## src/rtl/vc_stream_pkg.sv

```systemverilog
// ~~~~~~~~~~~~~~~~~~~~~~~~~~~~~~~~~~~~~~~~~~~~~~~~~~~~~~~~~~~~~~~~~~~~~~
// vc stream package
// field widths and beat layouts of the 128-bit packet stream
// ~~~~~~~~~~~~~~~~~~~~~~~~~~~~~~~~~~~~~~~~~~~~~~~~~~~~~~~~~~~~~~~~~~~~~~
package vc_stream_pkg;

   parameter int DATA_W   = 128;
   parameter int BARDEC_W = 8;
   parameter int BE_W     = 16;

   // beat towards the transaction layer
   typedef struct packed {
      logic [DATA_W-1:0] data;
      logic              sop;
      logic              eop;
      logic              empty;   // upper quadword unused
      logic              err;
   } tx_beat_t;

   // beat from the transaction layer, sideband rides along
   typedef struct packed {
      logic [DATA_W-1:0]   data;
      logic                sop;
      logic                eop;
      logic                empty;   // upper quadword unused
      logic [BARDEC_W-1:0] bardec;  // bar hit
      logic [BE_W-1:0]     be;      // byte enables
   } rx_beat_t;

endpackage

```

## src/rtl/tlp_pkg.sv

```systemverilog
// ~~~~~~~~~~~~~~~~~~~~~~~~~~~~~~~~~~~~~~~~~~~~~~~~~~~~~~~~~~~~~~~~~~~~~~
// tlp package
// header field positions and size limits of transaction layer packets
// ~~~~~~~~~~~~~~~~~~~~~~~~~~~~~~~~~~~~~~~~~~~~~~~~~~~~~~~~~~~~~~~~~~~~~~
package tlp_pkg;

   // header byte 0 sits in the low dword of the first beat
   parameter int CHAN_BIT = 22;   // virtual channel select

   parameter int MAX_PAYLOAD_BYTES = 512;
   parameter int BEAT_BYTES        = 16;
   parameter int HDR_BEATS         = 1;   // 3/4 dw header fits one beat

   // longest legal packet in stream beats
   parameter int MAX_TLP_BEATS = MAX_PAYLOAD_BYTES / BEAT_BYTES + HDR_BEATS;

endpackage

```

## src/rtl/vc_stream_if.sv

```systemverilog
// ~~~~~~~~~~~~~~~~~~~~~~~~~~~~~~~~~~~~~~~~~~~~~~~~~~~~~~~~~~~~~~~~~~~~~~
// vc stream interface
// valid/ready packet stream carrying one beat of any layout
// ~~~~~~~~~~~~~~~~~~~~~~~~~~~~~~~~~~~~~~~~~~~~~~~~~~~~~~~~~~~~~~~~~~~~~~
`timescale 1ns/10ps

interface vc_stream_if #(
   parameter type beat_t = logic
);

   logic  valid;
   logic  ready;
   beat_t beat;

   // producer side
   modport src (
      output valid,
      output beat,
      input  ready
   );

   // consumer side
   modport snk (
      input  valid,
      input  beat,
      output ready
   );

endinterface

```

## src/rtl/tx_vc_arbiter.sv

```systemverilog
// ~~~~~~~~~~~~~~~~~~~~~~~~~~~~~~~~~~~~~~~~~~~~~~~~~~~~~~~~~~~~~~~~~~~~~~
// transmit vc arbiter
// packet-atomic round robin between two transmit ports
// ~~~~~~~~~~~~~~~~~~~~~~~~~~~~~~~~~~~~~~~~~~~~~~~~~~~~~~~~~~~~~~~~~~~~~~
`timescale 1ns/10ps

module tx_vc_arbiter (
   input  logic       pld_clk,
   input  logic       rst,
   input  logic [1:0] req,      // port valid
   input  logic [1:0] sop_in,
   input  logic [1:0] eop_in,
   input  logic       xfer,     // beat taken by output stage
   output logic [1:0] grant
);

   typedef enum logic [1:0] {
      IDLE,
      HOLD0,
      HOLD1
   } state_t;

   state_t     state_q;
   state_t     state_d;
   logic       last_q;     // port served last
   logic [1:0] elig;
   logic [1:0] pick;
   logic       sop_xfer;
   logic       eop_xfer;

   assign elig = req & sop_in;   // only packet starts may win

   always_comb begin
      if (elig == 2'b11) begin
         pick = last_q ? 2'b01 : 2'b10;   // favour the other port
      end else begin
         pick = elig;
      end
   end

   // combinational in idle, from state once a packet is open
   always_comb begin
      case (state_q)
         HOLD0:   grant = 2'b01;
         HOLD1:   grant = 2'b10;
         default: grant = pick;
      endcase
   end

   assign sop_xfer = xfer & |(grant & sop_in);
   assign eop_xfer = xfer & |(grant & eop_in);

   always_comb begin
      state_d = state_q;
      case (state_q)
         IDLE: begin
            if (sop_xfer && !eop_xfer) begin   // single beat stays idle
               state_d = grant[1] ? HOLD1 : HOLD0;
            end
         end
         default: begin
            if (eop_xfer) begin
               state_d = IDLE;
            end
         end
      endcase
   end

   always_ff @(posedge pld_clk) begin
      if (rst) begin
         state_q <= IDLE;
         last_q  <= 1'b1;   // port 0 goes first
      end else begin
         state_q <= state_d;
         if (sop_xfer && state_q == IDLE) begin
            last_q <= grant[1];
         end
      end
   end

   a_grant_onehot : assert property (@(posedge pld_clk) disable iff (rst)
      $onehot0(grant));

   // no switch between the sop and eop transfers of a packet
   a_grant_held : assert property (@(posedge pld_clk) disable iff (rst)
      (sop_xfer || state_q != IDLE) && !eop_xfer |=> $stable(grant));

endmodule

```

## src/rtl/tlp_beat_counter.sv

```systemverilog
// ~~~~~~~~~~~~~~~~~~~~~~~~~~~~~~~~~~~~~~~~~~~~~~~~~~~~~~~~~~~~~~~~~~~~~~
// tlp beat counter
// counts beats of the outgoing packet, flags those past the limit
// ~~~~~~~~~~~~~~~~~~~~~~~~~~~~~~~~~~~~~~~~~~~~~~~~~~~~~~~~~~~~~~~~~~~~~~
`timescale 1ns/10ps

module tlp_beat_counter #(
   parameter int MAX_BEATS = tlp_pkg::MAX_TLP_BEATS
) (
   input  logic pld_clk,
   input  logic rst,
   input  logic xfer,
   input  logic sop,
   input  logic eop,
   output logic overlong
);

   localparam int CNT_W = $clog2(MAX_BEATS + 3);

   logic [CNT_W-1:0] cnt_q;      // beats already sent in this packet
   logic [CNT_W-1:0] beat_idx;   // position of the beat on offer

   assign beat_idx = sop ? CNT_W'(1) : cnt_q + CNT_W'(1);
   assign overlong = beat_idx > CNT_W'(MAX_BEATS);

   always_ff @(posedge pld_clk) begin
      if (rst) begin
         cnt_q <= '0;
      end else if (xfer) begin
         if (eop) begin
            cnt_q <= '0;
         end else if (overlong) begin
            cnt_q <= CNT_W'(MAX_BEATS + 1);   // saturate
         end else begin
            cnt_q <= beat_idx;
         end
      end
   end

endmodule

```

## src/rtl/vc_reg_slice.sv

```systemverilog
// ~~~~~~~~~~~~~~~~~~~~~~~~~~~~~~~~~~~~~~~~~~~~~~~~~~~~~~~~~~~~~~~~~~~~~~
// vc register slice
// one-deep registered stage for a valid/ready stream of any beat type
// ~~~~~~~~~~~~~~~~~~~~~~~~~~~~~~~~~~~~~~~~~~~~~~~~~~~~~~~~~~~~~~~~~~~~~~
`timescale 1ns/10ps

module vc_reg_slice #(
   parameter type beat_t = logic
) (
   input  logic       pld_clk,
   input  logic       rst,
   vc_stream_if.snk   in_s,
   vc_stream_if.src   out_s
);

   logic  valid_q;
   logic  rdy_en_q;   // low while in reset
   beat_t beat_q;

   // refill in the same cycle the held beat leaves
   assign in_s.ready = rdy_en_q & (~valid_q | out_s.ready);

   assign out_s.valid = valid_q;
   assign out_s.beat  = beat_q;

   always_ff @(posedge pld_clk) begin
      if (rst) begin
         valid_q  <= 1'b0;
         rdy_en_q <= 1'b0;
      end else begin
         rdy_en_q <= 1'b1;
         if (in_s.ready) begin
            valid_q <= in_s.valid;
         end
      end
   end

   always_ff @(posedge pld_clk) begin
      if (in_s.valid && in_s.ready) begin
         beat_q <= in_s.beat;
      end
   end

   // downstream stall must not disturb the offered beat
   a_out_held : assert property (@(posedge pld_clk) disable iff (rst)
      out_s.valid && !out_s.ready |=> out_s.valid && $stable(out_s.beat));

endmodule

```

## src/rtl/tx_vc_mux.sv

```systemverilog
// ~~~~~~~~~~~~~~~~~~~~~~~~~~~~~~~~~~~~~~~~~~~~~~~~~~~~~~~~~~~~~~~~~~~~~~
// transmit vc mux
// merges two transmit ports packet by packet into one output stage
// ~~~~~~~~~~~~~~~~~~~~~~~~~~~~~~~~~~~~~~~~~~~~~~~~~~~~~~~~~~~~~~~~~~~~~~
`timescale 1ns/10ps

module tx_vc_mux #(
   parameter int MAX_BEATS = tlp_pkg::MAX_TLP_BEATS
) (
   input  logic     pld_clk,
   input  logic     rst,
   vc_stream_if.snk in0,
   vc_stream_if.snk in1,
   vc_stream_if.src out_s
);

   vc_stream_if #(.beat_t(vc_stream_pkg::tx_beat_t)) slice_in ();

   logic [1:0]              grant;
   logic                    xfer;
   logic                    overlong;
   vc_stream_pkg::tx_beat_t sel_beat;

   always_comb begin
      sel_beat     = grant[1] ? in1.beat : in0.beat;
      sel_beat.err = sel_beat.err | overlong;   // mark beats past the limit
   end

   assign slice_in.valid = |(grant & {in1.valid, in0.valid});
   assign slice_in.beat  = sel_beat;
   assign in0.ready      = grant[0] & slice_in.ready;
   assign in1.ready      = grant[1] & slice_in.ready;
   assign xfer           = slice_in.valid & slice_in.ready;

   tx_vc_arbiter u_arb (
      .pld_clk (pld_clk),
      .rst     (rst),
      .req     ({in1.valid, in0.valid}),
      .sop_in  ({in1.beat.sop, in0.beat.sop}),
      .eop_in  ({in1.beat.eop, in0.beat.eop}),
      .xfer    (xfer),
      .grant   (grant)
   );

   tlp_beat_counter #(.MAX_BEATS(MAX_BEATS)) u_cnt (
      .pld_clk  (pld_clk),
      .rst      (rst),
      .xfer     (xfer),
      .sop      (slice_in.beat.sop),
      .eop      (slice_in.beat.eop),
      .overlong (overlong)
   );

   vc_reg_slice #(.beat_t(vc_stream_pkg::tx_beat_t)) u_slice (
      .pld_clk (pld_clk),
      .rst     (rst),
      .in_s    (slice_in),
      .out_s   (out_s)
   );

endmodule

```

## src/rtl/rx_vc_demux.sv

```systemverilog
// ~~~~~~~~~~~~~~~~~~~~~~~~~~~~~~~~~~~~~~~~~~~~~~~~~~~~~~~~~~~~~~~~~~~~~~
// receive vc demux
// routes each received packet to the stage of its virtual channel
// ~~~~~~~~~~~~~~~~~~~~~~~~~~~~~~~~~~~~~~~~~~~~~~~~~~~~~~~~~~~~~~~~~~~~~~
`timescale 1ns/10ps

module rx_vc_demux (
   input  logic     pld_clk,
   input  logic     rst,
   vc_stream_if.snk in_s,
   vc_stream_if.src out0,
   vc_stream_if.src out1
);

   vc_stream_if #(.beat_t(vc_stream_pkg::rx_beat_t)) s0_in ();
   vc_stream_if #(.beat_t(vc_stream_pkg::rx_beat_t)) s1_in ();

   logic chan_q;   // channel of the open packet
   logic chan;

   // header bit on the first beat, held value afterwards
   assign chan = in_s.beat.sop ? in_s.beat.data[tlp_pkg::CHAN_BIT] : chan_q;

   always_ff @(posedge pld_clk) begin
      if (rst) begin
         chan_q <= 1'b0;
      end else if (in_s.valid && in_s.ready && in_s.beat.sop) begin
         chan_q <= in_s.beat.data[tlp_pkg::CHAN_BIT];
      end
   end

   assign s0_in.valid = in_s.valid & ~chan;
   assign s1_in.valid = in_s.valid & chan;
   assign s0_in.beat  = in_s.beat;   // sideband stays with its beat
   assign s1_in.beat  = in_s.beat;
   assign in_s.ready  = chan ? s1_in.ready : s0_in.ready;

   vc_reg_slice #(.beat_t(vc_stream_pkg::rx_beat_t)) u_slice0 (
      .pld_clk (pld_clk),
      .rst     (rst),
      .in_s    (s0_in),
      .out_s   (out0)
   );

   vc_reg_slice #(.beat_t(vc_stream_pkg::rx_beat_t)) u_slice1 (
      .pld_clk (pld_clk),
      .rst     (rst),
      .in_s    (s1_in),
      .out_s   (out1)
   );

endmodule

```

## src/rtl/sonic_vc_top.sv

```systemverilog
// ~~~~~~~~~~~~~~~~~~~~~~~~~~~~~~~~~~~~~~~~~~~~~~~~~~~~~~~~~~~~~~~~~~~~~~
// sonic vc top
// two-channel packet stream block between the tl port and two apps
// ~~~~~~~~~~~~~~~~~~~~~~~~~~~~~~~~~~~~~~~~~~~~~~~~~~~~~~~~~~~~~~~~~~~~~~
`timescale 1ns/10ps

module sonic_vc_top #(
   parameter int MAX_BEATS = tlp_pkg::MAX_TLP_BEATS
) (
   input  logic                               pld_clk,
   input  logic                               rst,
   // transmit port 0
   input  logic                               tx0_valid,
   output logic                               tx0_ready,
   input  logic [vc_stream_pkg::DATA_W-1:0]   tx0_data,
   input  logic                               tx0_sop,
   input  logic                               tx0_eop,
   input  logic                               tx0_empty,
   input  logic                               tx0_err,
   // transmit port 1
   input  logic                               tx1_valid,
   output logic                               tx1_ready,
   input  logic [vc_stream_pkg::DATA_W-1:0]   tx1_data,
   input  logic                               tx1_sop,
   input  logic                               tx1_eop,
   input  logic                               tx1_empty,
   input  logic                               tx1_err,
   // merged transmit stream to the tl
   output logic                               txo_valid,
   input  logic                               txo_ready,
   output logic [vc_stream_pkg::DATA_W-1:0]   txo_data,
   output logic                               txo_sop,
   output logic                               txo_eop,
   output logic                               txo_empty,
   output logic                               txo_err,
   // receive stream from the tl
   input  logic                               rxi_valid,
   output logic                               rxi_ready,
   input  logic [vc_stream_pkg::DATA_W-1:0]   rxi_data,
   input  logic                               rxi_sop,
   input  logic                               rxi_eop,
   input  logic                               rxi_empty,
   input  logic [vc_stream_pkg::BARDEC_W-1:0] rxi_bardec,
   input  logic [vc_stream_pkg::BE_W-1:0]     rxi_be,
   // receive channel 0
   output logic                               rx0_valid,
   input  logic                               rx0_ready,
   output logic [vc_stream_pkg::DATA_W-1:0]   rx0_data,
   output logic                               rx0_sop,
   output logic                               rx0_eop,
   output logic                               rx0_empty,
   output logic [vc_stream_pkg::BARDEC_W-1:0] rx0_bardec,
   output logic [vc_stream_pkg::BE_W-1:0]     rx0_be,
   // receive channel 1
   output logic                               rx1_valid,
   input  logic                               rx1_ready,
   output logic [vc_stream_pkg::DATA_W-1:0]   rx1_data,
   output logic                               rx1_sop,
   output logic                               rx1_eop,
   output logic                               rx1_empty,
   output logic [vc_stream_pkg::BARDEC_W-1:0] rx1_bardec,
   output logic [vc_stream_pkg::BE_W-1:0]     rx1_be
);

   vc_stream_if #(.beat_t(vc_stream_pkg::tx_beat_t)) tx0_if ();
   vc_stream_if #(.beat_t(vc_stream_pkg::tx_beat_t)) tx1_if ();
   vc_stream_if #(.beat_t(vc_stream_pkg::tx_beat_t)) txo_if ();
   vc_stream_if #(.beat_t(vc_stream_pkg::rx_beat_t)) rxi_if ();
   vc_stream_if #(.beat_t(vc_stream_pkg::rx_beat_t)) rx0_if ();
   vc_stream_if #(.beat_t(vc_stream_pkg::rx_beat_t)) rx1_if ();

   // transmit side
   assign tx0_if.valid = tx0_valid;
   assign tx0_if.beat  = '{data: tx0_data, sop: tx0_sop, eop: tx0_eop,
                           empty: tx0_empty, err: tx0_err};
   assign tx0_ready    = tx0_if.ready;

   assign tx1_if.valid = tx1_valid;
   assign tx1_if.beat  = '{data: tx1_data, sop: tx1_sop, eop: tx1_eop,
                           empty: tx1_empty, err: tx1_err};
   assign tx1_ready    = tx1_if.ready;

   assign txo_valid    = txo_if.valid;
   assign txo_if.ready = txo_ready;
   assign txo_data     = txo_if.beat.data;
   assign txo_sop      = txo_if.beat.sop;
   assign txo_eop      = txo_if.beat.eop;
   assign txo_empty    = txo_if.beat.empty;
   assign txo_err      = txo_if.beat.err;

   // receive side
   assign rxi_if.valid = rxi_valid;
   assign rxi_if.beat  = '{data: rxi_data, sop: rxi_sop, eop: rxi_eop,
                           empty: rxi_empty, bardec: rxi_bardec, be: rxi_be};
   assign rxi_ready    = rxi_if.ready;

   assign rx0_valid    = rx0_if.valid;
   assign rx0_if.ready = rx0_ready;
   assign rx0_data     = rx0_if.beat.data;
   assign rx0_sop      = rx0_if.beat.sop;
   assign rx0_eop      = rx0_if.beat.eop;
   assign rx0_empty    = rx0_if.beat.empty;
   assign rx0_bardec   = rx0_if.beat.bardec;
   assign rx0_be       = rx0_if.beat.be;

   assign rx1_valid    = rx1_if.valid;
   assign rx1_if.ready = rx1_ready;
   assign rx1_data     = rx1_if.beat.data;
   assign rx1_sop      = rx1_if.beat.sop;
   assign rx1_eop      = rx1_if.beat.eop;
   assign rx1_empty    = rx1_if.beat.empty;
   assign rx1_bardec   = rx1_if.beat.bardec;
   assign rx1_be       = rx1_if.beat.be;

   tx_vc_mux #(.MAX_BEATS(MAX_BEATS)) u_tx_mux (
      .pld_clk (pld_clk),
      .rst     (rst),
      .in0     (tx0_if),
      .in1     (tx1_if),
      .out_s   (txo_if)
   );

   rx_vc_demux u_rx_demux (
      .pld_clk (pld_clk),
      .rst     (rst),
      .in_s    (rxi_if),
      .out0    (rx0_if),
      .out1    (rx1_if)
   );

endmodule

```

## config.mk

```make
export PLATFORM = sky130hd
export DESIGN_NAME = sonic_vc_top
export DESIGN_NICKNAME = d
export VERILOG_FILES = /design/src/rtl/vc_stream_pkg.sv /design/src/rtl/tlp_pkg.sv /design/src/rtl/vc_stream_if.sv /design/src/rtl/tx_vc_arbiter.sv /design/src/rtl/tlp_beat_counter.sv /design/src/rtl/vc_reg_slice.sv /design/src/rtl/tx_vc_mux.sv /design/src/rtl/rx_vc_demux.sv /design/src/rtl/sonic_vc_top.sv
export SDC_FILE = /design/constraint.sdc
export NUM_CORES = 1
export LEC_CHECK = 0
export BUFFER_PORTS_ARGS = -buffer_cell sky130_fd_sc_hd__buf_2
export CAP_MARGIN = 20
export CORE_AREA = 2 2 336 338
export CTS_CLUSTER_DIAMETER = 40
export CTS_CLUSTER_SIZE = 24
export DETAILED_ROUTE_END_ITERATION = 8
export DIE_AREA = 0 0 338 340
export GPL_TIMING_DRIVEN = 0
export PLACE_DENSITY_LB_ADDON = 0.12
export RECOVER_POWER = 25
export SETUP_SLACK_MARGIN = 0.02
export SLEW_MARGIN = 40
export SYNTH_ARGS = -nofsm -noshare
export SYNTH_HDL_FRONTEND = slang
export SYNTH_SLANG_ARGS = --single-unit
```

## constraint.sdc

```tcl
create_clock -name pld_clk -period 15.4 [get_ports pld_clk]
set_input_delay 0.77 -clock pld_clk [delete_from_list [all_inputs] [get_ports pld_clk]]
set_output_delay 0.77 -clock pld_clk [all_outputs]
set_load 0.01 [all_outputs]
```

==> impl_metrics.ini <==
[status]
outcome = completed

[timing]
final_period_minus_worst_setup_slack_ps = 4560
timing.slew.headroom_pct = 25.6
fin_skew_ps = 35.9
fin_hold_ws_ps = 291
finalHoldViolCount = 0
grt_setup_unrepaired = no
worst-slew-pin-transition_ps = 1110
setup_violations = 0
period_share_pct = 29.6
slew_violations = 0
setup-tns-final_ps = 0
highest_clock_rate_mhz = 219

[synthesis]
postSynthAreaPerCell_sq_um = 16.2
synth_edf_count = 442
ys_warn_count = 0
synth_area_leader_cell = edfxtp_1
yosysTopAreaCellShare_pct = 83.7
synth_async_sr_flop_share_pct = 0
synthesis.area_sq_um = 15800
post_synth_main_area_contributors = edfxtp_1, nand2_1, dfxtp_1, clkbuf_1, a21oi_1
postSynthCellCount = 981
ys.flop_type = edfxtp_1
postSynthNetCount = 1412
synth_cell_types = 48
postSynthRegisterBits = 456
seq_area_frac_synth_pct = 85.5

[power]
worst_supply_voltage_drop_on_vdd_mv = 0.0746
power_frac_seq_pct = 38.3
clkPwrFrac_pct = 55.5
power.density_nw_per_um2 = 145
sw_frac_of_total_pct = 23.1
power_report.internal_total_uw = 2870
power.share.combinational_pct = 6.2
cellLeakagePower_uw = 0.0107
netSwitchingPower_uw = 863

[finish]
stdcell_area_sq_um = 25700
fill_cells = 12100
final_net_count = 2449
finished_layout_cells = 3612
area_delta_synth_final_pct = 62.4
final_layout_size_suffix_gt1_share_pct = 48.0
post-route-util_pct = 23.1

[die]
floorplan.initialDensity_pct = 14.2
die_h_microns = 340
die_footprint_sq_um = 115000
floorplan.rows = 123
placeable_area_sq_um = 112000
ios = 875
die-width_microns = 338

[worst_setup_path]
crit_path_frequent_cell = buf_4
cp-startpoint = rxi_data[22]
critical_path_arrival_ps = 4930
crit_slowest_cell = nor3_1
worst_setup_path_start_kind = input port
crit_path_cell_trace = clkbuf_1, mux2i_1, nor3_1, buf_2, buf_4, buf_2, buf_2, buf_4, buf_4, buf_2, buf_2, buf_4, buf_4, buf_4, buf_4, buf_4
worst-setup-path-type = input port to flop
worstPathRequired_ps = 15770
max_stage_delay_ps = 930
cp_max_fo = 8
end_kind = flop
reg2reg_from = u_rx_demux.u_slice0.rdy_en_q

[place]
final_weighted_congestion_in_routability_driven_placement = 0.865
postPlaceCellArea_sq_um = 22500
port_buffers = 873
numPlacedInstances = 3415
hpwlAfterDp_microns = 62600

[clock_network]
post_cts.resized_instances = 0
post_cts_buffers = 0
htreeDepth = 3
clkSinkCount = 456
root_buffer = clkbuf_16
clk_transition_reported_paths_ps = 50
insertion_delay_ps = 660
ctsHoldBuffers = 0
ctsLongestPathBuffers = 3
numCtsBuffers = 101
cts_tree = yes

[global_route]
grt_use_total_pct = 12.5
number_of_global_route_vias_before_repair = 13200
grt_antenna_before_repair = 42
grt_max_degree = 72
grt_pass1_wl_microns = 99900
globalRouteOverflowTotal = 0

[routing]
vias = 12200
post_detailed_route_drc_marker_count = 0
drt_first_iter_violations = 426
drt-pass1-iter-count = 6
finalWirelength_microns = 75000
drt-wirelength-per-cell_microns = 20.8
detail_route.vias_per_cell = 3.37
postRouteAntennaNets = 0

[worst_hold_path]
hold_class = input port to flop
hold_start = rxi_data[65]

[flow_run]
cap_violations = 0
stage by stage:
stage / worst slack (ps) / power, uW
detailed placement: 10610 / 1690
floorplan: 2130 / 1540
global route: 10460 / 3880
finish: 10840 / 3730
global placement: -7960 / 1710
CTS: 11190 / 3810
final timing paths:
kind	end	slack, ps	cells past startpoint
min	u_rx_demux.u_slice0.out_s.beat[92]	290	1
max	u_rx_demux.u_slice1.out_s.beat[129]	10840	16
min reg2reg	u_tx_mux.u_cnt.cnt_q[5]	470	2
max reg2reg	u_rx_demux.u_slice1.out_s.beat[129]	11030	15
per-layer routing:
layer / wire length (microns) / part of all wire [%] / GRT usage [%]
met4: 2250 / 3.0 / 4.73
met3: 10400 / 14 / 6.72
met2: 37300 / 50 / 22.1
met5: 219 / 0.29 / 0
met1: 24900 / 33 / 12.2
flip-flops by register name, summed over array words and instances, names as in the netlist:
| signal | flops |
|---|---|
| u_rx_demux.chan_q | 1 |
| u_rx_demux.u_slice0.out_s.beat | 155 |
| u_rx_demux.u_slice0.out_s.valid | 1 |
| u_rx_demux.u_slice0.rdy_en_q | 1 |
| u_rx_demux.u_slice1.out_s.beat | 155 |
| u_rx_demux.u_slice1.out_s.valid | 1 |
| u_tx_mux.u_arb.last_q | 1 |
| u_tx_mux.u_arb.state_q | 2 |
| u_tx_mux.u_cnt.cnt_q | 6 |
| u_tx_mux.u_slice.out_s.beat | 132 |
| u_tx_mux.u_slice.out_s.valid | 1 |
cells by family (layout without fill, tap and decap cells):
logic type	after synthesis	in the layout	share of synthesized area (%)
flops	456	456	85.5
simple gates	438	438	11.0
compound gates	38	38	1.88
other cells	0	10	0
mux	4	4	0.292
fa+ha+maj	4	4	0.316
buf+inv	41	1162	1.03
final cells by class:
type / instances / area [sq um] / share of cell area [%]
Tap cell: 1500 / 1880 / 7.29
Clock inverter: 71 / 723 / 2.81
Buffer: 33 / 136 / 0.530
Inverter: 8 / 37.5 / 0.146
Timing Repair Buffer: 934 / 4660 / 18.1
Multi-Input combinational cell: 484 / 2130 / 8.29
Clock buffer: 116 / 2580 / 10.0
Antenna cell: 10 / 25.0 / 0.0972
Sequential cell: 456 / 13600 / 52.7
worst max-delay path, delay by kind of cell:
family	cells	cell delay (ps)
buffers and inverters	14	3000
multiplexers	1	220
AND/OR/NAND/NOR	1	930
Yosys cell counts, types with 3 or more instances:
master and count:
edfxtp_1 442, clkbuf_1 31, dfxtp_1 14, ha_1 4, nand2_1 404, a21o_1 4
nand3_1 5, o21ai_0 3, a21oi_1 10, a22o_1 3, inv_1 8, nor3_1 4
nor2_1 6
placed cells by master (no fill, tap or decap), types with 4 or more instances in the layout:
cell type,instances
a21o_1,4
a21oi_1,10
buf_2,803
buf_4,33
bufinv_16,10
clkbuf_1,139
clkbuf_16,101
clkinv_1,21
clkinv_2,17
clkinvlp_4,14
dfxtp_1,14
diode_2,10
edfxtp_1,442
ha_1,4
inv_1,7
nand2_1,404
nand3_1,5
nor2_1,6
nor3_1,4
power by group through the flow:
stage	Clock [uW]	Combinational, uW	Sequential, uW
after global placement	0	232	1470
after global routing	2190	257	1430
after floorplan	0	57.5	1480
after detailed placement	0	243	1450
after CTS	2140	244	1430
final	2070	232	1430
Note: power is estimated with default switching activity, not from simulation.
